## src/design/emesh_pkg.sv

```systemverilog
`default_nettype none

package emesh_pkg;

  // Packet and field widths
  localparam int packet_width = 104;
  localparam int addr_width = 32;
  localparam int data_width = 32;
  localparam int ctrl_width = 4;

  // Local memory word is two data words wide
  localparam int mem_width = 2 * data_width;
  localparam int lane_count = mem_width / 8;

  // Crossing FIFO geometry
  localparam int fifo_depth = 16;
  localparam int fifo_addr_width = 4;

  // Local memory geometry, index taken from dstaddr bits 8 to 3
  localparam int mem_depth = 64;
  localparam int mem_index_width = 6;
  localparam int idx_lsb = 3;

  // Address window, compared with the top bits of dstaddr
  localparam int win_width = 12;
  localparam logic [win_width-1:0] core_base = 12'h810;

  // Datamode codes
  localparam logic [1:0] dm_byte = 2'b00;
  localparam logic [1:0] dm_half = 2'b01;
  localparam logic [1:0] dm_word = 2'b10;
  localparam logic [1:0] dm_double = 2'b11;

  // Mesh packet, two views over the same 104 bits
  // Low 39 bits are common to both views
  typedef union packed {
    struct packed {
      logic reserved;
      logic [addr_width-1:0] srcaddr;
      logic [data_width-1:0] data;
      logic [addr_width-1:0] dstaddr;
      logic [ctrl_width-1:0] ctrlmode;
      logic [1:0] datamode;
      logic write;
    } plain;
    // Double view, upper data word sits where srcaddr lives
    struct packed {
      logic reserved;
      logic [mem_width-1:0] data64;
      logic [addr_width-1:0] dstaddr;
      logic [ctrl_width-1:0] ctrlmode;
      logic [1:0] datamode;
      logic write;
    } dbl;
  } emesh_packet_t;

endpackage

`default_nettype wire

```

## src/design/emesh_resp.sv

```systemverilog
`timescale 1ns/1ps
`default_nettype none

module emesh_resp (
  input  wire logic clk_out,
  input  wire logic reset_out,
  input  wire logic resp_wait,
  input  wire logic rd_valid,
  input  wire logic [emesh_pkg::mem_width-1:0] rd_data,
  input  wire logic [emesh_pkg::addr_width-1:0] rd_srcaddr,
  input  wire logic [emesh_pkg::ctrl_width-1:0] rd_ctrlmode,
  input  wire logic [1:0] rd_datamode,
  output logic resp_access,
  output logic [emesh_pkg::packet_width-1:0] resp_packet,
  output logic stall
);

  emesh_pkg::emesh_packet_t resp_next;
  emesh_pkg::emesh_packet_t resp_q;

  // Pending response not taken freezes the whole pipe
  assign stall = resp_access & resp_wait;
  assign resp_packet = resp_q;

  // Response is a write back to the requester
  always_comb begin
    resp_next = '0;
    resp_next.plain.write = 1'b1;
    resp_next.plain.datamode = rd_datamode;
    resp_next.plain.ctrlmode = rd_ctrlmode;
    resp_next.plain.dstaddr = rd_srcaddr;
    case (rd_datamode)
      emesh_pkg::dm_byte: resp_next.plain.data = {24'd0, rd_data[7:0]};
      emesh_pkg::dm_half: resp_next.plain.data = {16'd0, rd_data[15:0]};
      emesh_pkg::dm_word: resp_next.plain.data = rd_data[emesh_pkg::data_width-1:0];
      default: resp_next.dbl.data64 = rd_data;
    endcase
  end

  always_ff @(posedge clk_out) begin
    if (reset_out) begin
      resp_access <= 1'b0;
    end else if (!stall) begin
      resp_access <= rd_valid;
    end
  end

  // Packet held while waiting
  always_ff @(posedge clk_out) begin
    if (!stall && rd_valid) begin
      resp_q <= resp_next;
    end
  end

endmodule

`default_nettype wire

```

## config.mk

```make
export PLATFORM = sky130hd
export DESIGN_NAME = emesh_resp
export DESIGN_NICKNAME = d
export VERILOG_FILES = /design/src/design/emesh_pkg.sv /design/src/design/emesh_resp.sv
export SDC_FILE = /design/constraint.sdc
export NUM_CORES = 1
export LEC_CHECK = 0
export BUFFER_PORTS_ARGS = -buffer_cell sky130_fd_sc_hd__buf_2
export CAP_MARGIN = 5
export CORE_MARGIN = 3
export CORE_UTILIZATION = 35
export DETAILED_ROUTE_END_ITERATION = 12
export GPL_TIMING_DRIVEN = 1
export PLACE_DENSITY = 0.67
export SLEW_MARGIN = 20
export SYNTH_ARGS = -nofsm -noshare
export SYNTH_HDL_FRONTEND = slang
export SYNTH_SLANG_ARGS = --single-unit
```

## constraint.sdc

```tcl
create_clock -name clk_out -period 8.1 [get_ports clk_out]
set_input_delay 1.215 -clock clk_out [delete_from_list [all_inputs] [get_ports clk_out]]
set_output_delay 1.215 -clock clk_out [all_outputs]
set_load 0.02 [all_outputs]
```

; Word-level counts from Yosys, hierarchy flattened
; Index checks and enable logic that the tools add are counted.
; Widths: inputs -> output; s select.
[totals]
wordCells = 11
regBits = 103
[op_classes]
n_reduce_logical = 4
n_bitwise = 1
eq_ne = 2
mux = 1
[ops]
columns = op, n
row1 = $pmux 32 s2, 1
row2 = $reduce_or 3->1, 1
row3 = $eq 2x1->1 const B, 1
row4 = $eq 2x2->1 const B, 1
row5 = $logic_not 2->1, 1
row6 = $and 1x1->1, 1
row7 = $logic_and 1x1->1, 1
row8 = $logic_not 1->1, 1

; Longest topological paths before layout
[logic_depth]
word_depth = 3
mapped_depth = 3

; Worst setup path after synthesis
; No wires, ideal clock.
[synth_path]
path_type = input -> register
startpoint = in resp_wait
endpoint = reg resp_q (netlist bit resp_packet[100]) (enable)
cell_stages = 2
t_arrival_ns = 5.952
required_time_ns = 7.526
slack_ns = 1.574
cell_sequence = and2_1 nor2b_1
[synth_via]
elab_chain_len = 3
[synth_rtl]
columns = item, line
row1 = "start, declared", emesh_resp.sv:7  ; input wire logic resp_wait,
row2 = $and 1x1->1, emesh_resp.sv:22  ; assign stall = resp_access & resp_wait;
row3 = $logic_not 1->1, emesh_resp.sv:50  ; if (!stall && rd_valid) begin
row4 = $logic_and 1x1->1, emesh_resp.sv:50
row5 = "end signal, assigned", emesh_resp.sv:51  ; resp_q <= resp_next;
row6 = "end, declared", emesh_resp.sv:19  ; emesh_pkg::emesh_packet_t resp_q;
; Every way passes these cells.
; A chain may end at the register's enable or synchronous reset.

; Final worst setup path
[layout_path]
startpoint = in resp_wait
endpoint = reg resp_q (netlist bit resp_packet[99]) (enable)
; The elaborated chain is that of the path after synthesis.

==> impl_metrics.json <==
{
  "fmax_ghz": 0.330,
  "finalHoldViolCount": 0,
  "setup_viol": 0,
  "yosys_warnings": 0,
  "status": "complete, no violations",
  "clk_latency_ps": 350,
  "gp_congestion": 0.679,
  "startpoint_type": "input port",
  "place_hpwl_um": 5570,
  "grt_max_degree": 76,
  "finalInstanceArea_um2": 4930,
  "syn_inst": 176,
  "p_leak_uw": 0.00225,
  "wl_per_cell_um": 14.8,
  "ant_nets": 0,
  "post_cts_buffers": 0,
  "syn-cell-area_um2": 3520,
  "area_delta_synth_final_pct": 39.9,
  "diodes": 0,
  "die_w_um": 106,
  "fin_nets": 493,
  "drcViolationCount": 0,
  "final_layout_size_suffix_gt1_share_pct": 57.5,
  "cts_tree": "done",
  "gr-total-overflow": 0,
  "vdd_ir_drop_max_uv": 94.3,
  "routed_wl_um": 7680,
  "seq_area_frac_synth_pct": 87.5,
  "die_h_um": 106,
  "ys_seq_elements": 103,
  "viasPerCell": 4.33,
  "avgSynthCellArea_um2": 20.0,
  "ys_types": 12,
  "syn_nets": 282,
  "initial_core_util_pct": 37.1,
  "powerDensity_nw_per_um2": 229,
  "maxCapViolations": 0,
  "ctsResizeCount": 0,
  "min_period_over_period_pct": 37.4,
  "grt_first_pass_wirelength_um": 11600,
  "hold_buffers": 0,
  "placed_area_um2": 4700,
  "htreeDepth": 3,
  "finalNonFillerCells": 520,
  "clockBufferDepth": 2,
  "final-max-slew-violation-count": 0,
  "worstSetupEndpointType": "flip-flop",
  "via_count": 2253,
  "relSlewSlack_pct": 38.2,
  "finClkSkew_ps": 9.70,
  "dr.pass1.iters": 6,
  "crit_fanout": 75,
  "antenna_found_initial": 0,
  "io_pins": 212,
  "tightest_slew_ps": 927,
  "critical_path_required_ps": 8080,
  "fill_cells": 826,
  "finalSetupTns_ps": 0,
  "root_buffer": "clkbuf_8",
  "clock_sinks": 103,
  "min_path_type": "flip-flop to flip-flop",
  "grt_usage_pct": 13.5,
  "num_rows": 35,
  "dieArea_um2": 11300,
  "core_area_um2": 9500,
  "portBuffers": 209,
  "grt_pass1_vias": 2348,
  "drtIter0Drc": 68,
  "whs_ps": 517,
  "rsz0062_at_grt": "false",
  "fin_crit_ps": 3030,
  "critical_path_class": "input port to flip-flop",
  "cts_made_buffers": 9,
  "path_clk_slew_ps": 90,
  "place_inst": 505,
  "cp.arrival_ps": 3010
}
-- flip-flops by register name, summed over array words and instances (netlist names) --
register     cells
resp_access      1
resp_packet    102
-- cell families after synthesis --
| logic type | share of synthesized area, % |
|---|---|
| flops | 87.5 |
| simple gates | 10.7 |
| buf+inv | 1.46 |
| other cells | 0.213 |
| compound gates | 0.142 |
-- metrics by stage --
stage	util [%]	total power [uW]	setup slack, ps
after global routing	51.9	1180	4940
after global placement	49.4	769	4730
after CTS	51.9	1140	5050
after floorplan	-	715	1570
final	51.9	1130	5070
after detailed placement	49.4	772	4680
-- layout by cell type, fill, tap and decap left out --
master / n
conb_1: 2
buf_2: 209
and2b_1: 6
bufinv_16: 3
and2_1: 17
and3_1: 32
clkinvlp_4: 1
dfxtp_1: 1
inv_6: 1
edfxtp_1: 102
buf_4: 1
clkbuf_8: 9
clkbuf_1: 1
nor2b_1: 2
a21oi_1: 1
nor2_1: 2
nor2b_4: 1
-- final timing paths --
path                    start              end  slack, ps  cells after the start
setup / recovery    resp_wait  resp_packet[99]       5070                      4
hold / removal    resp_access      resp_access        520                      2
setup reg to reg  resp_access  resp_packet[99]       5720                      3
hold reg to reg   resp_access      resp_access        520                      2
-- Yosys cell counts --
master,instances,area share [%]
clkbuf_2,2,0.28
edfxtp_1,102,87
and2_1,17,3.0
buf_4,3,0.64
a21oi_1,1,0.14
nor2b_1,3,0.53
clkbuf_1,5,0.53
and3_1,32,5.7
nor2_1,2,0.21
conb_1,2,0.21
dfxtp_1,1,0.57
and2b_1,6,1.3
-- report_power, final --
part | internal, uW | switching (uW) | total [uW]
combinational | 45.6 | 79.9 | 126
clock | 205 | 168 | 373
sequential | 624 | 7.49 | 632
-- cell type report --
class	count	area [um2]	area share, %
timing repair buffer	210	1050	21.4
sequential	103	3080	62.5
multi-input combinational	63	398	8.07
clock buffer	10	128	2.59
tap	129	161	3.27
clock inverter	5	106	2.16
-- worst max-delay path, cell delays in order --
cell and delay (ps):
buf_2 100, and2_1 180, nor2b_4 600, buf_4 820
-- routing by layer --
layer | GRT usage (%) | vias to the layer above | wire, um
li1 | - | 1078 | -
met1 | 15.8 | 1037 | 3040
met2 | 22.1 | 134 | 3680
met3 | 6.13 | 4 | 895
met4 | 4.72 | 0 | 61
met5 | 0 | - | 0
No activity file was read; power rests on OpenSTA's default activity.
