File: src/design/emesh_pkg.sv
`default_nettype none

package emesh_pkg;

  // Packet and field widths
  localparam int packet_width = 104;
  localparam int addr_width = 32;
  localparam int data_width = 32;
  localparam int ctrl_width = 4;

  // Local memory word is two data words wide
  localparam int mem_width = 2 * data_width;
  localparam int lane_count = mem_width / 8;

  // Crossing FIFO geometry
  localparam int fifo_depth = 16;
  localparam int fifo_addr_width = 4;

  // Local memory geometry, index taken from dstaddr bits 8 to 3
  localparam int mem_depth = 64;
  localparam int mem_index_width = 6;
  localparam int idx_lsb = 3;

  // Address window, compared with the top bits of dstaddr
  localparam int win_width = 12;
  localparam logic [win_width-1:0] core_base = 12'h810;

  // Datamode codes
  localparam logic [1:0] dm_byte = 2'b00;
  localparam logic [1:0] dm_half = 2'b01;
  localparam logic [1:0] dm_word = 2'b10;
  localparam logic [1:0] dm_double = 2'b11;

  // Mesh packet, two views over the same 104 bits
  // Low 39 bits are common to both views
  typedef union packed {
    struct packed {
      logic reserved;
      logic [addr_width-1:0] srcaddr;
      logic [data_width-1:0] data;
      logic [addr_width-1:0] dstaddr;
      logic [ctrl_width-1:0] ctrlmode;
      logic [1:0] datamode;
      logic write;
    } plain;
    // Double view, upper data word sits where srcaddr lives
    struct packed {
      logic reserved;
      logic [mem_width-1:0] data64;
      logic [addr_width-1:0] dstaddr;
      logic [ctrl_width-1:0] ctrlmode;
      logic [1:0] datamode;
      logic write;
    } dbl;
  } emesh_packet_t;

endpackage

`default_nettype wire

File: src/design/emesh_decode.sv
`timescale 1ns/1ps
`default_nettype none

module emesh_decode (
  input  wire logic clk_out,
  input  wire logic reset_out,
  input  wire logic stall,
  input  wire logic pop_access,
  input  wire logic [emesh_pkg::packet_width-1:0] pop_packet,
  output logic dec_valid,
  output logic dec_write,
  output logic [1:0] dec_datamode,
  output logic [emesh_pkg::ctrl_width-1:0] dec_ctrlmode,
  output logic [emesh_pkg::mem_index_width-1:0] dec_index,
  output logic [emesh_pkg::lane_count-1:0] dec_lane_mask,
  output logic [emesh_pkg::mem_width-1:0] dec_wdata,
  output logic [emesh_pkg::addr_width-1:0] dec_srcaddr,
  output logic dec_hit
);

  emesh_pkg::emesh_packet_t pkt_q;
  logic [2:0] byte_off;

  // Packet is consumed whenever the stage is not frozen
  always_ff @(posedge clk_out) begin
    if (reset_out) begin
      dec_valid <= 1'b0;
    end else if (!stall) begin
      dec_valid <= pop_access;
    end
  end

  always_ff @(posedge clk_out) begin
    if (!stall && pop_access) begin
      pkt_q <= pop_packet;
    end
  end

  // Common fields
  assign dec_write = pkt_q.plain.write;
  assign dec_datamode = pkt_q.plain.datamode;
  assign dec_ctrlmode = pkt_q.plain.ctrlmode;
  assign dec_srcaddr = pkt_q.plain.srcaddr;
  assign byte_off = pkt_q.plain.dstaddr[2:0];

  // Window hit on the top address bits
  assign dec_hit = (pkt_q.plain.dstaddr[emesh_pkg::addr_width-1 -: emesh_pkg::win_width]
                    == emesh_pkg::core_base);
  assign dec_index = pkt_q.plain.dstaddr[emesh_pkg::idx_lsb +: emesh_pkg::mem_index_width];

  // Lane mask and write word per datamode
  always_comb begin
    case (pkt_q.plain.datamode)
      emesh_pkg::dm_byte: begin
        dec_lane_mask = 8'b0000_0001 << byte_off;
        dec_wdata = {8{pkt_q.plain.data[7:0]}};
      end
      emesh_pkg::dm_half: begin
        dec_lane_mask = 8'b0000_0011 << {byte_off[2:1], 1'b0};
        dec_wdata = {4{pkt_q.plain.data[15:0]}};
      end
      emesh_pkg::dm_word: begin
        dec_lane_mask = 8'b0000_1111 << {byte_off[2], 2'b00};
        dec_wdata = {2{pkt_q.plain.data}};
      end
      default: begin
        // Double, upper word comes from the srcaddr slot
        dec_lane_mask = '1;
        dec_wdata = pkt_q.dbl.data64;
      end
    endcase
  end

endmodule

`default_nettype wire

File: config.mk
export PLATFORM = sky130hd
export DESIGN_NAME = emesh_decode
export DESIGN_NICKNAME = d
export VERILOG_FILES = /design/src/design/emesh_pkg.sv /design/src/design/emesh_decode.sv
export SDC_FILE = /design/constraint.sdc
export NUM_CORES = 1
export LEC_CHECK = 0
export BUFFER_PORTS_ARGS = -buffer_cell sky130_fd_sc_hd__buf_2
export CORE_MARGIN = 2
export CORE_UTILIZATION = 31
export DETAILED_ROUTE_END_ITERATION = 8
export PLACE_DENSITY = 0.67
export SLEW_MARGIN = 10
export SYNTH_ARGS = -nofsm -noshare
export SYNTH_HDL_FRONTEND = slang
export SYNTH_SLANG_ARGS = --single-unit
File: constraint.sdc
create_clock -name clk_out -period 5.45 [get_ports clk_out]
set_input_delay 1.09 -clock clk_out [delete_from_list [all_inputs] [get_ports clk_out]]
set_output_delay 1.09 -clock clk_out [all_outputs]
set_load 0.005 [all_outputs]
After elaboration in Yosys (flattened, before gate mapping)
Index checks and enable logic that the tools add are counted.
{ "classes": {"n_shift": 3, "mux": 2, "n_reduce_logical": 3, "n_eq_ne": 3} }
{ "op_table": {"columns": ["operator", "n"], "rows": [
  ["one-hot mux 64 bit (3 select lines)", 1],
  ["one-hot mux 8 bit (3 select lines)", 1],
  ["equality test 12 bit (second input constant)", 1],
  ["<< shifter 1 x 3 -> 8 bit (first input constant)", 1],
  ["<< shifter 2 x 3 -> 8 bit (first input constant)", 1],
  ["<< shifter 4 x 3 -> 8 bit (first input constant)", 1],
  ["equality test 2 x 1 -> 1 bit (second input constant)", 1],
  ["equality test 2 bit (second input constant)", 1],
  ["logical NOT 2 bit", 1],
  ["logical AND 1 bit", 1],
  ["logical NOT 1 bit", 1]
]} }
{ "totals": {"in_bits": 108, "output_inout_bits": 119, "register_bits": 104} }

Depth between registers and ports, before layout
{ "depth": {"word_depth": 2, "ltp_mapped": 5, "mapped_depth_nobuf": 3} }

Least setup slack after synthesis
Ideal clock, no wire load.
{ "synth_path": {"kind": "input -> register", "start": "input port stall", "end": "register pkt_q[0] in the netlist's numbering, enable pin", "path_slack_ns": -0.325, "path_buffers": 0, "setup_ns": 0.557, "arrival_time_ns": 5.217, "cell_stages": 1, "cell_sequence": "nor2b_1"} }
{ "synth_via": {"elab_chain_len": 2} }
{ "synth_rtl": {"columns": ["item", "line", "source"], "rows": [
  ["start, declared", "emesh_decode.sv:7", "input wire logic stall,"],
  ["logical NOT 1 bit", "emesh_decode.sv:34", "if (!stall && pop_access) begin"],
  ["logical AND 1 bit", "emesh_decode.sv:34", null],
  ["end signal, assigned", "emesh_decode.sv:35", "pkt_q <= pop_packet;"],
  ["end, declared", "emesh_decode.sv:21", "emesh_pkg::emesh_packet_t pkt_q;"]
]} }
No other way between the ends.
A chain may end at the register's enable or synchronous reset.

Final worst setup path
{ "layout_path": {"start": "register pkt_q[1] in the netlist's numbering", "end": "output port dec_wdata[44] in the netlist's numbering"} }
{ "layout_via": {"elab_chain_len": 2, "elab_cells_between_ends": 4} }
{ "layout_rtl": {"columns": ["item", "line", "source"], "rows": [
  ["equality test 2 bit (tied with other cells)", "emesh_decode.sv:53", "case (pkt_q.plain.datamode)"],
  ["one-hot mux 64 bit (3 select lines) *", "emesh_decode.sv:53", null],
  ["end, declared", "emesh_decode.sv:16", "output logic [emesh_pkg::mem_width-1:0] dec_wdata,"]
]} }
Mark *: on every way between the ends. The rest lies on a longest branch, timed or not.

==> impl_results.md <==
* Synth area leader: edfxtp_1
* Pre-Repair DR Iteration Count at 6
* Wire per inst at 15.9 um
* Fin. Hold Viols at 0
* Starting Density at around a third
* Area grow syn2layout at 26.7%
* Sequential share of the synthesized area at 65.3%
* Static leakage power at 0.00231 uW
* Fin util at 40.5%
* Power Total at about 1700 uW
* Syn_nets at slightly above 400
* Max-slew headroom at roughly two fifths
* Diode count at 0
* Maximum clock frequency at about 280 MHz
* Crit Path Category: reg -> out
* Initial antenna violation count at 0
* Final instance area at ~0.0054 sq mm
* Clock sink count at 93
* CP peak stage delay at between 0.9 and 1 ns
* Post-Synthesis Cells at about 300
* Clock slew at reported path FFs at ~0.060 ns
* Gr busiest metal: met2
* Layout cells sized above 1 at roughly 56%
* Aggregate routed wire length at 10.3 mm
* Vias per cell at about 4.5
* Max IR drop VDD at roughly 160 uV
* FF-to-FF path depth at 2
* Post-Syn Area per Cell at about 14 sq um
* CTS root buf: clkbuf_16
* Number of nets in the layout at between 500 and 600
* Port bufs at between 200 and 250
* CP endpoint kind: output port
* Worst hold path type: reg -> reg
* CP required at between 4 and 5 ns
* Cell Count, Final, Fillers Out at 646
* Distinct cells, synth at 21
* Critical Path, Cell by Cell: buf_4 > nor2b_1 > a211oi_1 > a21oi_1 > buf_2
* Flop and latch count out of synthesis at just over 90
* Crit path launch: pkt_q[1]$_DFFE_PP_
* Die span in x at 121 um
* Critical Path AT at roughly 2.4 ns
* Depth of the CTS H-tree at 3
* CTS resizes at 0
* RSZ-0062 raised after global routing: no
* Status: complete, no violations
* Max Cap Violations at 0
* # DRC at 0
* Critical path's slowest cell: edfxtp_1
* Insertion delay to the later sink of the worst-skew pair at ~0.34 ns
* FF-to-FF Start: dec_valid$_SDFFE_PP0N_
* CP Launch Type: register
* Count of final setup violators at 0
* Synth area leaders: edfxtp_1, buf_4, mux2_2, mux2i_1, a21oi_1
* R2r endpoint: dec_valid$_SDFFE_PP0N_
* GRT overflow at 0
* Core ar. at ~0.013 sq mm
* Synth warn at 0
* Met3 global-route usage at 4.98%
* Initial DRC count at 100
* CTS tree: done
* Least-Margin Pin Slew at approximately 0.9 ns
* Final RePlAce weighted congestion at ~0.70
* Met2 Use GR at between 20% and 30%
* Die area at ~0.015 sq mm
* Post-DP HPWL at around 7.7 mm
* Clk_skew at 0 ns
* FF-to-FF setup slack at ~4.9 ns
* PwrDens at about 310 mW/mm^2
* Synthesized cell area at between 0.004 and 0.005 sq mm
* Placed cells at 630
* Detail Route Antenna Nets at 0
* First-pass GRT wire length at 15.3 mm
* Post-CTS setup buffer count at 0
* Row count at 42
* Area after DPL at around 0.0051 sq mm
* Routed vias at slightly below 3,000
* Vias in the first global route at slightly below 3,000
* Tcrit/Tclk final at 64.8%
* Setup TNS at 0 ns
* Largest net degree at the start of global routing at 50
* Critical Path Sink: dec_wdata[44]
* Min cycle time layout at roughly 3.5 ns
* Crit path max fanout at 19
* Yosys top cell area share at between 60 and 70%
* CTS Hold Bufs at 0
* Total CTS buffers at 9
* Clock Path Buffers at 2
* Total GRT Usage at around 14%
* Die H at 121 um
* I/O pins at between 200 and 250
* Slew Viols, Final at 0
* Met1 Usage GRT at roughly 16%
cell usage after synthesis:
library cell and instances:
mux2_2 24, nor4b_1 2, nor2b_1 9, nor2_2 1
mux2i_1 24, edfxtp_1 92, a211oi_2 2, buf_4 53
clkbuf_1 1, a21oi_1 41, buf_6 5, inv_1 10
nand2b_1 1, nand2_2 1, buf_2 5, dfxtp_1 1
nor2_1 17, and3_1 1, or2_2 1, a211oi_1 6
nor4_1 1
routing by layer:
layer | vias up | part of all wire, % | routed length (um)
met2 | 147 | 49 | 5060
met1 | 1366 | 40 | 4080
li1 | 1374 | - | -
met4 | 0 | 1.5 | 155
met3 | 11 | 9.7 | 996
met5 | - | 0 | 0
state kept, by name, indices dropped and copies added, names as in the netlist:
name and cells:
dec_valid 1, pkt_q 92
logic make-up after synthesis:
kind of cell,count (synthesis),share of synthesized area (%)
and+or+nand+nor,34,4.11
muxes,48,12.0
DFF,93,65.3
AOI/OAI and AO/OA,49,6.46
buffers and inverters,74,12.2
area by class of cell:
type / count / area (sq um)
repair buffers: 220 / 1120
fillers: 1296 / 7950
flip-flops and latches: 93 / 2780
clock inverters: 6 / 47.5
multi-input cells: 131 / 968
well taps: 176 / 220
clock buffers: 10 / 229
inverters: 10 / 37.5
cell usage in the layout (no fill, tap or decap), types with 2 or more instances in the layout:
cell / count
clkinv_4: 3
inv_1: 10
mux2i_1: 24
nor4b_1: 2
a211oi_2: 2
a21oi_1: 41
nor2_1: 17
buf_2: 214
edfxtp_1: 92
nor2b_1: 8
a211oi_1: 6
buf_4: 6
mux2_2: 24
clkbuf_16: 9
where the power goes:
group	leakage, uW	internal (uW)	switching [uW]
Combinational	0.00131	119	112
Sequential	0.000872	841	29.9
Clock	0.000133	312	269
Total	0.00231	1270	410
metrics by stage:
stage / worst slack [ns] / hold slack (ns)
final: 1.92 / 0.501
after global placement: 2.18 / 0.473
after global routing: 1.69 / 0.552
after floorplan: 1.50 / 0.481
after detailed placement: 2.19 / 0.488
after CTS: 1.81 / 0.506
worst max-delay path: cells and delay by family, from the launching register on:
| kind | cells | cell delay [ns] |
|---|---|---|
| AO/OA/AOI/OAI | 2 | 0.50 |
| buffers and inverters | 2 | 0.57 |
| flip-flops | 1 | 0.94 |
| AND/OR/NAND/NOR | 1 | 0.08 |
worst min path at each step:
| stage | startpoint | end | slack, ns | depth (start not counted) |
|---|---|---|---|---|
| 2_1_floorplan | dec_valid$_SDFFE_PP0N_ | dec_valid$_SDFFE_PP0N_ | 0.48 | 2 |
| 3_3_place_gp | dec_valid$_SDFFE_PP0N_ | dec_valid$_SDFFE_PP0N_ | 0.47 | 2 |
| 3_5_place_dp | dec_valid$_SDFFE_PP0N_ | dec_valid$_SDFFE_PP0N_ | 0.49 | 2 |
| 4_1_cts | dec_valid$_SDFFE_PP0N_ | dec_valid$_SDFFE_PP0N_ | 0.51 | 2 |
| 5_1_grt | dec_valid$_SDFFE_PP0N_ | dec_valid$_SDFFE_PP0N_ | 0.55 | 2 |
| 6_report | dec_valid$_SDFFE_PP0N_ | dec_valid$_SDFFE_PP0N_ | 0.50 | 2 |
Power figures use the tool's default switching activity.
